## src/verilog/rop_consts.svh

```systemverilog
`ifndef ROP_CONSTS_SVH
`define ROP_CONSTS_SVH

// ------------------------------------------------------------
// slice layout.
// ------------------------------------------------------------

`define ROP_NUM_SLICES 4
`define ROP_SLICE_BITS 2    // also the width of a memory tag.

// ------------------------------------------------------------
// data path and counter widths.
// ------------------------------------------------------------

`define ROP_ADDR_BITS 16    // word address.
`define ROP_COLOR_BITS 32   // rgba, 8 bits per channel.
`define ROP_PERF_CTR_BITS 32

`endif

```

## src/verilog/rop_pkg.sv

```systemverilog
`include "rop_consts.svh"

package rop_pkg;

    typedef logic [`ROP_ADDR_BITS-1:0] rop_addr_t;
    typedef logic [`ROP_COLOR_BITS-1:0] rop_color_t;   // channel 0 sits in the low byte.
    typedef logic [`ROP_SLICE_BITS-1:0] rop_tag_t;     // a tag is the index of a slice.
    typedef logic [`ROP_PERF_CTR_BITS-1:0] rop_ctr_t;

    typedef enum logic [1:0] {
        blend_replace = 2'd0,
        blend_add = 2'd1,     // saturating per channel.
        blend_xor = 2'd2
    } rop_blend_t;

    // read-modify-write steps of one slice.
    typedef enum logic [1:0] {
        slice_idle = 2'd0,
        slice_read = 2'd1,
        slice_wait_rsp = 2'd2,
        slice_write = 2'd3
    } rop_slice_state_t;

endpackage

```

## src/verilog/rop_req_demux.sv

```systemverilog
`timescale 1ns/1ps
`include "rop_consts.svh"

module rop_req_demux
    import rop_pkg::*;
(
    input logic clk,
    input logic reset,
    input logic req_valid,
    input rop_addr_t req_addr,
    input rop_color_t req_color,
    output logic req_ready,
    output logic [`ROP_NUM_SLICES-1:0] slice_req_valid,
    output rop_addr_t slice_req_addr [`ROP_NUM_SLICES],
    output rop_color_t slice_req_color [`ROP_NUM_SLICES],
    input logic [`ROP_NUM_SLICES-1:0] slice_req_ready
);

    rop_tag_t sel;
    logic run_q;

    // the low address bits pick the slice, so one address always lands in one slice.
    assign sel = req_addr[`ROP_SLICE_BITS-1:0];

    // a full register only blocks requests aimed at its own slice.
    assign req_ready = run_q & (~slice_req_valid[sel] | slice_req_ready[sel]);

    always_ff @(posedge clk) begin
        if (reset) begin
            run_q <= 1'b0;
        end else begin
            run_q <= 1'b1;    // holds off requests for the first cycle after reset.
        end
    end

    // ------------------------------------------------------------
    // one output register per slice.
    // ------------------------------------------------------------

    for (genvar i = 0; i < `ROP_NUM_SLICES; i++) begin : g_slot
        always_ff @(posedge clk) begin
            if (reset) begin
                slice_req_valid[i] <= 1'b0;
            end else if (req_valid && req_ready && sel == rop_tag_t'(i)) begin
                slice_req_valid[i] <= 1'b1;
            end else if (slice_req_ready[i]) begin
                slice_req_valid[i] <= 1'b0;
            end
        end

        always_ff @(posedge clk) begin
            if (req_valid && req_ready && sel == rop_tag_t'(i)) begin
                slice_req_addr[i] <= req_addr;
                slice_req_color[i] <= req_color;
            end
        end

        // a held request must belong to the slice it is parked in.
        a_slot_addr : assert property (@(posedge clk) disable iff (reset)
            slice_req_valid[i] |-> slice_req_addr[i][`ROP_SLICE_BITS-1:0] == rop_tag_t'(i));
    end

endmodule

```

## src/verilog/rop_slice.sv

```systemverilog
`timescale 1ns/1ps

module rop_slice
    import rop_pkg::*;
(
    input logic clk,
    input logic reset,
    input rop_blend_t blend_mode,
    input logic req_valid,
    input rop_addr_t req_addr,
    input rop_color_t req_color,
    output logic req_ready,
    output logic mem_req_valid,
    output logic mem_req_rw,
    output rop_addr_t mem_req_addr,
    output rop_color_t mem_req_data,
    input logic mem_req_ready,
    input logic mem_rsp_valid,
    input rop_color_t mem_rsp_data,
    output logic mem_rsp_ready
);

    rop_slice_state_t state;
    rop_addr_t addr_q;
    rop_color_t color_q;    // the incoming pixel color.
    rop_color_t old_q;      // the color read back from memory.
    rop_blend_t mode_q;
    rop_color_t blend_color;

    // each 8 bit channel clips at 0xff instead of wrapping.
    function automatic rop_color_t sat_add(input rop_color_t a, input rop_color_t b);
        logic [8:0] sum;
        rop_color_t res;
        for (int c = 0; c < 4; c++) begin
            sum = {1'b0, a[c*8 +: 8]} + {1'b0, b[c*8 +: 8]};
            res[c*8 +: 8] = sum[8] ? 8'hff : sum[7:0];
        end
        return res;
    endfunction

    always_comb begin
        case (mode_q)
            blend_add: blend_color = sat_add(old_q, color_q);
            blend_xor: blend_color = old_q ^ color_q;
            default: blend_color = color_q;
        endcase
    end

    assign req_ready = (state == slice_idle);
    assign mem_req_valid = (state == slice_read) || (state == slice_write);
    assign mem_req_rw = (state == slice_write);
    assign mem_req_addr = addr_q;
    assign mem_req_data = blend_color;
    assign mem_rsp_ready = (state == slice_wait_rsp);

    // ------------------------------------------------------------
    // read-modify-write FSM, one pixel at a time.
    // ------------------------------------------------------------

    always_ff @(posedge clk) begin
        if (reset) begin
            state <= slice_idle;
        end else begin
            case (state)
                slice_idle: begin
                    if (req_valid) begin
                        // replace needs nothing from memory.
                        state <= (blend_mode == blend_replace) ? slice_write : slice_read;
                    end
                end
                slice_read: begin
                    if (mem_req_ready) state <= slice_wait_rsp;
                end
                slice_wait_rsp: begin
                    if (mem_rsp_valid) state <= slice_write;
                end
                slice_write: begin
                    if (mem_req_ready) state <= slice_idle;   // pixel done.
                end
                default: state <= slice_idle;
            endcase
        end
    end

    always_ff @(posedge clk) begin
        if (req_valid && req_ready) begin
            addr_q <= req_addr;
            color_q <= req_color;
            mode_q <= blend_mode;
        end
        if (mem_rsp_valid && mem_rsp_ready) begin
            old_q <= mem_rsp_data;
        end
    end

    // the mux must only route a response to the slice that asked for it.
    a_rsp_in_wait : assert property (@(posedge clk) disable iff (reset)
        mem_rsp_valid |-> state == slice_wait_rsp);

endmodule

```

## src/verilog/rop_mem_mux.sv

```systemverilog
`timescale 1ns/1ps
`include "rop_consts.svh"

module rop_mem_mux
    import rop_pkg::*;
(
    input logic clk,
    input logic reset,
    input logic [`ROP_NUM_SLICES-1:0] slice_mem_req_valid,
    input logic [`ROP_NUM_SLICES-1:0] slice_mem_req_rw,
    input rop_addr_t slice_mem_req_addr [`ROP_NUM_SLICES],
    input rop_color_t slice_mem_req_data [`ROP_NUM_SLICES],
    output logic [`ROP_NUM_SLICES-1:0] slice_mem_req_ready,
    output logic [`ROP_NUM_SLICES-1:0] slice_mem_rsp_valid,
    output rop_color_t slice_mem_rsp_data [`ROP_NUM_SLICES],
    input logic [`ROP_NUM_SLICES-1:0] slice_mem_rsp_ready,
    output logic mem_req_valid,
    output logic mem_req_rw,
    output rop_addr_t mem_req_addr,
    output rop_color_t mem_req_data,
    output rop_tag_t mem_req_tag,
    input logic mem_req_ready,
    input logic mem_rsp_valid,
    input rop_color_t mem_rsp_data,
    input rop_tag_t mem_rsp_tag,
    output logic mem_rsp_ready
);

    rop_tag_t last_q;
    rop_tag_t grant;
    rop_tag_t cand;
    logic found;

    // ------------------------------------------------------------
    // round-robin request arbitration.
    // ------------------------------------------------------------

    // search starts at the slice after the last winner.
    always_comb begin
        grant = last_q;
        found = 1'b0;
        cand = last_q;
        for (int k = 1; k <= `ROP_NUM_SLICES; k++) begin
            cand = last_q + rop_tag_t'(k);
            if (!found && slice_mem_req_valid[cand]) begin
                grant = cand;
                found = 1'b1;
            end
        end
    end

    assign mem_req_valid = found;
    assign mem_req_rw = slice_mem_req_rw[grant];
    assign mem_req_addr = slice_mem_req_addr[grant];
    assign mem_req_data = slice_mem_req_data[grant];
    assign mem_req_tag = grant;     // the tag brings a read response home.

    always_ff @(posedge clk) begin
        if (reset) begin
            last_q <= rop_tag_t'(`ROP_NUM_SLICES - 1);   // slice 0 goes first.
        end else if (mem_req_valid && mem_req_ready) begin
            last_q <= grant;
        end
    end

    // ------------------------------------------------------------
    // per-slice ready and response steering.
    // ------------------------------------------------------------

    for (genvar i = 0; i < `ROP_NUM_SLICES; i++) begin : g_port
        assign slice_mem_req_ready[i] = found && (grant == rop_tag_t'(i)) && mem_req_ready;
        assign slice_mem_rsp_valid[i] = mem_rsp_valid && (mem_rsp_tag == rop_tag_t'(i));
        assign slice_mem_rsp_data[i] = mem_rsp_data;
    end

    assign mem_rsp_ready = slice_mem_rsp_ready[mem_rsp_tag];

    // slices hold their request until it transfers.
    a_req_hold : assert property (@(posedge clk) disable iff (reset)
        mem_req_valid && !mem_req_ready |=> mem_req_valid);

endmodule

```

## src/verilog/rop_perf.sv

```systemverilog
`timescale 1ns/1ps

module rop_perf
    import rop_pkg::*;
(
    input logic clk,
    input logic reset,
    input logic req_valid,
    input logic req_ready,
    input logic mem_req_valid,
    input logic mem_req_rw,
    input logic mem_req_ready,
    input logic mem_rsp_valid,
    input logic mem_rsp_ready,
    output rop_ctr_t perf_mem_reads,
    output rop_ctr_t perf_mem_writes,
    output rop_ctr_t perf_mem_latency,
    output rop_ctr_t perf_idle_cycles,
    output rop_ctr_t perf_stall_cycles
);

    logic rd_fire;
    logic wr_fire;
    logic rsp_fire;
    logic idle_cycle;
    logic stall_cycle;
    rop_ctr_t pending_reads;

    assign rd_fire = mem_req_valid & mem_req_ready & ~mem_req_rw;
    assign wr_fire = mem_req_valid & mem_req_ready & mem_req_rw;
    assign rsp_fire = mem_rsp_valid & mem_rsp_ready;
    assign idle_cycle = ~req_valid & req_ready;
    assign stall_cycle = req_valid & ~req_ready;

    // ------------------------------------------------------------
    // counters, updated one edge after the event.
    // ------------------------------------------------------------

    always_ff @(posedge clk) begin
        if (reset) begin
            pending_reads <= '0;
            perf_mem_reads <= '0;
            perf_mem_writes <= '0;
            perf_mem_latency <= '0;
            perf_idle_cycles <= '0;
            perf_stall_cycles <= '0;
        end else begin
            pending_reads <= pending_reads + rop_ctr_t'(rd_fire) - rop_ctr_t'(rsp_fire);
            perf_mem_reads <= perf_mem_reads + rop_ctr_t'(rd_fire);
            perf_mem_writes <= perf_mem_writes + rop_ctr_t'(wr_fire);
            // every outstanding read adds one cycle of latency.
            perf_mem_latency <= perf_mem_latency + pending_reads;
            perf_idle_cycles <= perf_idle_cycles + rop_ctr_t'(idle_cycle);
            perf_stall_cycles <= perf_stall_cycles + rop_ctr_t'(stall_cycle);
        end
    end

endmodule

```

## src/verilog/rop_unit.sv

```systemverilog
`timescale 1ns/1ps
`include "rop_consts.svh"

module rop_unit
    import rop_pkg::*;
(
    input logic clk,
    input logic reset,
    input logic req_valid,
    input rop_addr_t req_addr,
    input rop_color_t req_color,
    output logic req_ready,
    input rop_blend_t blend_mode,
    output logic mem_req_valid,
    output logic mem_req_rw,
    output rop_addr_t mem_req_addr,
    output rop_color_t mem_req_data,
    output rop_tag_t mem_req_tag,
    input logic mem_req_ready,
    input logic mem_rsp_valid,
    input rop_color_t mem_rsp_data,
    input rop_tag_t mem_rsp_tag,
    output logic mem_rsp_ready,
    output rop_ctr_t perf_mem_reads,
    output rop_ctr_t perf_mem_writes,
    output rop_ctr_t perf_mem_latency,
    output rop_ctr_t perf_idle_cycles,
    output rop_ctr_t perf_stall_cycles
);

    // demux to slices.
    logic [`ROP_NUM_SLICES-1:0] slice_req_valid;
    rop_addr_t slice_req_addr [`ROP_NUM_SLICES];
    rop_color_t slice_req_color [`ROP_NUM_SLICES];
    logic [`ROP_NUM_SLICES-1:0] slice_req_ready;

    // slices to memory mux.
    logic [`ROP_NUM_SLICES-1:0] slice_mem_req_valid;
    logic [`ROP_NUM_SLICES-1:0] slice_mem_req_rw;
    rop_addr_t slice_mem_req_addr [`ROP_NUM_SLICES];
    rop_color_t slice_mem_req_data [`ROP_NUM_SLICES];
    logic [`ROP_NUM_SLICES-1:0] slice_mem_req_ready;
    logic [`ROP_NUM_SLICES-1:0] slice_mem_rsp_valid;
    rop_color_t slice_mem_rsp_data [`ROP_NUM_SLICES];
    logic [`ROP_NUM_SLICES-1:0] slice_mem_rsp_ready;

    rop_req_demux req_demux_i (
        .clk (clk),
        .reset (reset),
        .req_valid (req_valid),
        .req_addr (req_addr),
        .req_color (req_color),
        .req_ready (req_ready),
        .slice_req_valid (slice_req_valid),
        .slice_req_addr (slice_req_addr),
        .slice_req_color (slice_req_color),
        .slice_req_ready (slice_req_ready)
    );

    for (genvar i = 0; i < `ROP_NUM_SLICES; i++) begin : g_slice
        rop_slice slice_i (
            .clk (clk),
            .reset (reset),
            .blend_mode (blend_mode),
            .req_valid (slice_req_valid[i]),
            .req_addr (slice_req_addr[i]),
            .req_color (slice_req_color[i]),
            .req_ready (slice_req_ready[i]),
            .mem_req_valid (slice_mem_req_valid[i]),
            .mem_req_rw (slice_mem_req_rw[i]),
            .mem_req_addr (slice_mem_req_addr[i]),
            .mem_req_data (slice_mem_req_data[i]),
            .mem_req_ready (slice_mem_req_ready[i]),
            .mem_rsp_valid (slice_mem_rsp_valid[i]),
            .mem_rsp_data (slice_mem_rsp_data[i]),
            .mem_rsp_ready (slice_mem_rsp_ready[i])
        );
    end

    rop_mem_mux mem_mux_i (
        .clk (clk),
        .reset (reset),
        .slice_mem_req_valid (slice_mem_req_valid),
        .slice_mem_req_rw (slice_mem_req_rw),
        .slice_mem_req_addr (slice_mem_req_addr),
        .slice_mem_req_data (slice_mem_req_data),
        .slice_mem_req_ready (slice_mem_req_ready),
        .slice_mem_rsp_valid (slice_mem_rsp_valid),
        .slice_mem_rsp_data (slice_mem_rsp_data),
        .slice_mem_rsp_ready (slice_mem_rsp_ready),
        .mem_req_valid (mem_req_valid),
        .mem_req_rw (mem_req_rw),
        .mem_req_addr (mem_req_addr),
        .mem_req_data (mem_req_data),
        .mem_req_tag (mem_req_tag),
        .mem_req_ready (mem_req_ready),
        .mem_rsp_valid (mem_rsp_valid),
        .mem_rsp_data (mem_rsp_data),
        .mem_rsp_tag (mem_rsp_tag),
        .mem_rsp_ready (mem_rsp_ready)
    );

    rop_perf perf_i (
        .clk (clk),
        .reset (reset),
        .req_valid (req_valid),
        .req_ready (req_ready),
        .mem_req_valid (mem_req_valid),
        .mem_req_rw (mem_req_rw),
        .mem_req_ready (mem_req_ready),
        .mem_rsp_valid (mem_rsp_valid),
        .mem_rsp_ready (mem_rsp_ready),
        .perf_mem_reads (perf_mem_reads),
        .perf_mem_writes (perf_mem_writes),
        .perf_mem_latency (perf_mem_latency),
        .perf_idle_cycles (perf_idle_cycles),
        .perf_stall_cycles (perf_stall_cycles)
    );

endmodule

```

## config.mk

```make
export PLATFORM = sky130hd
export DESIGN_NAME = rop_unit
export DESIGN_NICKNAME = d
export VERILOG_FILES = /design/src/verilog/rop_pkg.sv /design/src/verilog/rop_req_demux.sv /design/src/verilog/rop_slice.sv /design/src/verilog/rop_mem_mux.sv /design/src/verilog/rop_perf.sv /design/src/verilog/rop_unit.sv
export VERILOG_INCLUDE_DIRS = /design/src /design/src/verilog
export SDC_FILE = /design/constraint.sdc
export NUM_CORES = 1
export LEC_CHECK = 0
export ABC_CLOCK_PERIOD_IN_PS = 4600
export BUFFER_PORTS_ARGS = -buffer_cell sky130_fd_sc_hd__buf_2
export CAP_MARGIN = 20
export CORE_UTILIZATION = 49
export DETAILED_ROUTE_END_ITERATION = 7
export HOLD_SLACK_MARGIN = 0.12
export PLACE_DENSITY = 0.69
export SKIP_LAST_GASP = 1
export SYNTH_ARGS = -nofsm -noshare
export SYNTH_HDL_FRONTEND = slang
export SYNTH_HIERARCHICAL = 1
export SYNTH_SLANG_ARGS = --single-unit
```

## constraint.sdc

```tcl
create_clock -name clk -period 4.6 [get_ports clk]
set_input_delay 0.92 -clock clk [delete_from_list [all_inputs] [get_ports clk]]
set_output_delay 0.92 -clock clk [all_outputs]
set_load 0.03 [all_outputs]
```

==> metrics.cfg, run 1 <==
[placement]
finalWeightedCongestion = 0.929
io_buffers = 302
placed_area_um2 = 39800
dp.final_hpwl_mm = 65.9

[cells_and_area]
multi_input_area_um2 = 16400
syn2layout_area_growth_pct = 11.5
stdcell_area_um2 = 42600
drive_gt1_share_pct = 15.8
final_common_cell = edfxtp_1
seq_area_um2 = 19800
fillCellCount = 6646
fin_nets = 3879
final_cell_mix = edfxtp_1 (520), buf_2 (300), nor2_1 (274), ha_1 (219), dfxtp_1 (207)

[die]
initial_core_util_pct = 49.4
core_area_um2 = 77300
ioPinCount = 303
die-area_um2 = 79100
rows = 102
die_w_um = 281
die_h_um = 281

[synthesis]
synth_async_sr_flop_share_pct = 0
synthesis.area_um2 = 38200
ys_ff_latch = 727
ys_types = 102
synth_edf_count = 520
synth_flop_cell = edfxtp_1
post_synth.cell_area_avg_um2 = 11.3
netlist_instances = 3376
ys_seq_area_share_pct = 51.7
syn-num-nets = 3706
yosys_warnings = 6

[timing]
holdWs_ns = 0.393
min_period_ns = 4.57
skew_ns = 0.0256
setup_viol = 0
fmax_ghz = 0.219
rsz0062_at_grt = yes
tightest_slew_ns = 1.11
relSlewSlack_pct = 25.9
fin_crit_sh_pct = 99.4
maxSlewViolCount = 0
hold_viol_final = 0

[pwr]
max-vdd-ir-drop_v = 0.000366
power_density_nw_per_um2 = 504
p_sw_uw = 7450
p_sw_share_pct = 34.7
clkPwrFrac_pct = 29.7
power_uw = 21500
p_int_uw = 14000
comb_power_share_pct = 34.4
p_leak_uw = 0.0168
seq_power_share_pct = 35.9

[global_routing]
grt_pass1_wl_mm = 145
grt_overflow_total = 0
grt_max_degree = 104
grt_util_all_layers_pct = 23.8
first_global_vias = 25648
antenna_found_initial = 22

[setup_path]
path_delay_family = compound AO/OA/AOI/OAI gates
setup.worst_path.class = reg2out
crit_fanout = 7
critPathRequiredTime_ns = 3.68
crit_chain = ha_1, fa_1, a211o_1, a211oi_4, a211oi_4, a221oi_1, o21ai_0, mux2i_1, mux2i_1, buf_2
r2r-start = g_slice[2].slice_i/state[1]$_SDFFE_PP0P_
cpMaxStageDelayCell = fa_1
r2r_setup_slack_ns = 0.23
crit_buf_inv = 1
arrival_ns = 3.65
cp-end-kind = output port
crit_start = g_slice[3].slice_i/color_q[24]$_DFFE_PP_
start_kind = flip-flop
cpPeakStageDelay_ns = 0.44

[min_path]
min_path_type = reg2reg
min_from = req_demux_i/slice_req_color[6]$_DFFE_PP_

[outcome]
status = finished, final reports clean

[clock_tree]
cts_tree = done
htree_levels = 3
clock-sinks = 727
cts_root_buf = clkbuf_16
numCtsBuffers = 77
path_clk_slew_ns = 0.06
ctsLongestPathBuffers = 3
clkLatencyLatePin_ns = 0.62

[run]
cap_violations = 0

[detailed_routing]
routed_wl_mm = 96.1
drcViolationCount = 0
wl_per_cell_um = 20.6
vias_per_cell = 5.77
antenna_left = 0
dr.pass1.iters = 5
vias = 26891
drt_iter0_drc = 1870

==> path summary, 6_finish.rpt <==
kind / endpoint / depth (start not counted)
setup / recovery: mem_req_data[26] / 10
hold / removal: g_slice[3].slice_i/color_q[6]$_DFFE_PP_ / 0
setup reg to reg: perf_i/pending_reads[30]$_SDFF_PP0_ / 19
hold reg to reg: g_slice[3].slice_i/color_q[6]$_DFFE_PP_ / 0
==> synth_stat cells (14+ instances only) <==
cell	n	area, µm²
mux2i_1	164	1640
inv_1	135	507
a211o_1	21	184
a221oi_1	46	403
a31oi_1	23	144
xor2_1	111	972
or3_1	36	225
o21ai_0	159	796
nand2_1	162	608
a32oi_1	26	228
fa_1	18	360
a2bb2oi_1	19	166
and2_1	19	119
a211oi_1	44	330
clkbuf_1	89	334
nor2b_1	37	231
nor2_1	275	1030
a21o_1	92	691
ha_1	223	2790
mux2_2	14	158
buf_4	129	968
xnor2_1	71	622
nand3_1	82	410
dfxtp_1	207	4140
edfxtp_1	520	15600
o21a_1	23	173
and3_1	40	250
nand2b_1	29	181
a21oi_1	192	961
o21bai_1	14	105
nor3_1	54	270
nand4_1	42	263
==> repair_timing <==
action / CTS / global route
cloned: 1 / 0
setup endpoints to repair: 29 / 26
endpoints found under the hold margin: 0 / 0
resized for setup: 4 / 23
setup buffers: 3 / 2
hold buffers: 0 / 0
pin swaps: 2 / 5
==> cell families (layout without fill, tap and decap cells) <==
group,Yosys count,count (layout),share of synthesized area (%)
AND/OR/NAND/NOR,854,854,11.0
flip-flops,727,727,51.7
AO/OA/AOI/OAI,799,799,14.4
XOR/XNOR,182,182,4.17
other,0,6,0
adder cells (fa/ha/maj),241,241,8.25
multiplexers,179,179,4.77
buffers and inverters,394,629,5.65
==> through the flow <==
stage	setup slack (ns)	cells	setup TNS [ns]	utilization, %
CTS	0.00322	4649	0	54.9
global placement	0.104	4504	0	51.4
floorplan	-0.105	3376	-0.105	-
global route	-0.0965	4657	-0.203	55.1
detailed placement	0.0646	4504	0	51.4
finish	0.0283	4657	0	55.1
==> flip-flops by register name (all words and copies together) (netlist names) <==
name / cells
req_demux_i/run_q: 1
perf_i/perf_stall_cycles: 32
g_slice.slice_i/old_q: 128
req_demux_i/slice_req_color: 128
req_demux_i/slice_req_valid: 4
g_slice.slice_i/mem_req_addr: 64
g_slice.slice_i/color_q: 128
mem_mux_i/last_q: 2
perf_i/perf_mem_latency: 32
g_slice.slice_i/mode_q: 8
perf_i/pending_reads: 32
perf_i/perf_mem_reads: 32
req_demux_i/slice_req_addr: 64
perf_i/perf_mem_writes: 32
perf_i/perf_idle_cycles: 32
g_slice.slice_i/state: 8
==> layout make-up <==
class,count,share of cell area (%)
antenna,6,0.0353
tap,1040,3.06
multi-input combinational,2255,38.6
clock buffer,102,4.97
inverter,139,1.23
timing repair buffer,349,4.59
sequential,727,46.4
clock inverter,39,1.12
==> worst reg2reg max path, cell delays in order (launching register included) <==
cell and delay (ns):
dfxtp_1 0.36, inv_1 0.09, ha_1 0.18, or2_2 0.34, nand2b_1 0.16, a21oi_1 0.24, a211oi_4 0.07, mux2i_1 0.15
mux2i_2 0.20, nor2_1 0.13, ha_1 0.24, fa_1 0.42, a21oi_1 0.23, nor3_1 0.11, o21ai_1 0.22, a311oi_2 0.17
nor2_2 0.20, o21ai_2 0.10, a311oi_1 0.29, mux2_2 0.36
==> power by group through the flow <==
stage	Sequential, µW	Clock (µW)	Combinational, µW
6_report	7700	6370	7390
5_1_grt	7740	6760	8000
4_1_cts	7710	6500	7300
3_5_place_dp	7850	0	7100
3_3_place_gp	7840	0	7050
2_1_floorplan	7940	0	5490
==> per-layer routing <==
metal	global-route usage [%]	share of wire [%]	vias to the layer above	routed length (µm)
met2	39.1	47	954	45000
met5	0	0.11	-	110
met4	9.35	3.2	16	3080
met3	5.08	7.5	195	7210
li1	-	-	12800	-
met1	30.6	42	12926	40700
(Power assumes the default switching activity.)
==> run 2, diff against run 1 <==
--- a/config.mk
+++ b/config.mk
@@ -12,7 +12,7 @@
 export CORE_UTILIZATION = 49
 export DETAILED_ROUTE_END_ITERATION = 7
 export HOLD_SLACK_MARGIN = 0.12
-export PLACE_DENSITY = 0.69
+export PLACE_DENSITY = 0.7
 export SKIP_LAST_GASP = 1
 export SYNTH_ARGS = -nofsm -noshare
 export SYNTH_HDL_FRONTEND = slang
==> metrics.cfg, run 2 (synthesis results as in run 1) <==
[die]
rows = 102
ioPinCount = 303
die_h_um = 281
core_area_um2 = 77300
die_w_um = 281
die-area_um2 = 79100
initial_core_util_pct = 49.4

[global_routing]
grt_max_degree = 130
grt_pass1_wl_mm = 147
grt_overflow_total = 0
antenna_found_initial = 21
first_global_vias = 25795
grt_util_all_layers_pct = 24.4

[timing]
hold_viol_final = 0
fmax_ghz = 0.223
skew_ns = 0.0287
min_period_ns = 4.49
tightest_slew_ns = 1.13
holdWs_ns = 0.397
setup_slack_ns = 0.108
maxSlewViolCount = 0
rsz0062_at_grt = yes
relSlewSlack_pct = 24.6
fin_crit_sh_pct = 97.6
setup_viol = 0

[detailed_routing]
drt_iter0_drc = 2079
drt-met1-wl_mm = 42.5
dr.pass1.iters = 5
wl_met3_mm = 8.13
routed_wl_mm = 98.4
dr.max_layer_used = met5
vias = 27173
antenna_left = 0
vias_per_cell = 5.81
wl_met2_mm = 44.5
wl_per_cell_um = 21.1
drcViolationCount = 0

[placement]
place_inst = 4512
dp.final_hpwl_mm = 66.6
io_buffers = 302
dp_worst_setup_slack_ns = 0.0852
finalWeightedCongestion = 0.891

[clock_tree]
cts_tree = done
path_clk_slew_ns = 0.06
clock-sinks = 727
clkLatencyLatePin_ns = 0.63
numCtsBuffers = 78
cts_root_buf = clkbuf_16
ctsLongestPathBuffers = 3
htree_levels = 3

[cells_and_area]
reg.largest.list = g_slice.slice_i/color_q: 128 flops, g_slice.slice_i/old_q: 128 flops, req_demux_i/slice_req_color: 128 flops
fin_nets = 3897
final_cell_mix = edfxtp_1 (520), buf_2 (300), nor2_1 (273), ha_1 (216), dfxtp_1 (207)
drive_gt1_share_pct = 16.6
stdcell_count = 4673
fin_util_pct = 55.4
syn2layout_area_growth_pct = 12.1
final_common_cell = edfxtp_1

[setup_path]
arrival_ns = 3.57
r2r-start = g_slice[0].slice_i/state[1]$_SDFFE_PP0P_
r2r-end = perf_i/pending_reads[30]$_SDFF_PP0_
start_kind = flip-flop
setup.worst_path.class = reg2out
crit_fanout = 7
cp-end-kind = output port
r2r_setup_slack_ns = 0.22
critPathRequiredTime_ns = 3.68
reg2reg_depth = 19

[min_path]
min_path_type = reg2reg
hold_path_depth = 0
holdPathEnd = g_slice[3].slice_i/color_q[13]$_DFFE_PP_
min_from = req_demux_i/slice_req_color[13]$_DFFE_PP_

[run]
cap_violations = 0

[pwr]
max-vdd-ir-drop_v = 0.000327
power_density_nw_per_um2 = 506
p_leak_uw = 0.0169

[outcome]
status = finished, final reports clean

==> run 2: cell count changes in the layout (fill, tap and decap cells not counted), moves of 3 or more <==
cell      delta
fa_2         +3
ha_2         +3
clkinv_1     -4
buf_4       +19
mux2i_2      -3
ha_1         -3
mux2i_1      +3
fa_1         -3
==> run 2: stage by stage <==
| step | power [µW] | instance area, µm² | setup TNS [ns] |
|---|---|---|---|
| 6_report | 21700 | 42800 | 0 |
| 5_1_grt | 22800 | 42800 | -0.0243 |
| 4_1_cts | 21700 | 42600 | -0.379 |
| 3_5_place_dp | 15000 | 39800 | 0 |
| 3_3_place_gp | 14900 | 39800 | 0 |
| 2_1_floorplan | 13400 | 38200 | -0.105 |
==> run 2: routing by layer <==
layer / vias up / GRT usage [%]
met4: 20 / 9.29
met1: 13042 / 32.5
met3: 226 / 5.31
met5: - / 0
li1: 12831 / -
met2: 1054 / 38.6
==> run 2: final cells by class <==
cell class                      count  area (µm²)
Fill cell                        6637       34500
Sequential cell                   727       19800
Multi-Input combinational cell   2255       16500
Clock buffer                      102        2150
Timing Repair Buffer              366        2070
Tap cell                         1040        1300
Clock inverter                     38         547
Inverter                          139         522
Antenna cell                        6        15.0
==> run 2: report_power, final <==
| part | switching (µW) | internal (µW) |
|---|---|---|
| clock | 2650 | 3940 |
| combinational | 4590 | 2810 |
| sequential | 290 | 7410 |
| total | 7530 | 14200 |
==> run 2: how the worst max path moves through the flow <==
stage / from / end / slack (ns) / depth (start not counted)
after CTS: g_slice[3].slice_i/color_q[24]$_DFFE_PP_ / mem_req_data[31] / -0.07 / 11
final: g_slice[0].slice_i/color_q[8]$_DFFE_PP_ / mem_req_data[14] / 0.11 / 9
after floorplan: g_slice[2].slice_i/state[1]$_SDFFE_PP0P_ / perf_i/pending_reads[30]$_SDFF_PP0_ / -0.11 / 21
after detailed placement: mem_rsp_tag[0] / perf_i/pending_reads[30]$_SDFF_PP0_ / 0.09 / 15
after global placement: mem_rsp_tag[0] / perf_i/pending_reads[30]$_SDFF_PP0_ / 0.08 / 15
after global routing: g_slice[3].slice_i/state[1]$_SDFFE_PP0P_ / perf_i/pending_reads[30]$_SDFF_PP0_ / -0.02 / 20
==> run 2: timing repair <==
| item | 4_1_cts | 5_1_grt |
|---|---|---|
| hold buffers | 0 | 0 |
| gates resized for setup | 2 | 33 |
| gates cloned | 1 | 0 |
| pin swaps | 3 | 8 |
| setup buffers | 6 | 7 |
| endpoints found under the setup margin | 16 | 52 |
| hold endpoints to repair | 0 | 0 |
==> run 2: worst max-delay path: stages (launching register included) <==
cell,delay [ns]
edfxtp_1,0.41
ha_1,0.25
fa_1,0.44
a211o_1,0.35
a2111oi_4,0.34
nor2_2,0.16
o32a_1,0.40
mux2i_1,0.21
mux2i_1,0.17
buf_2,0.23
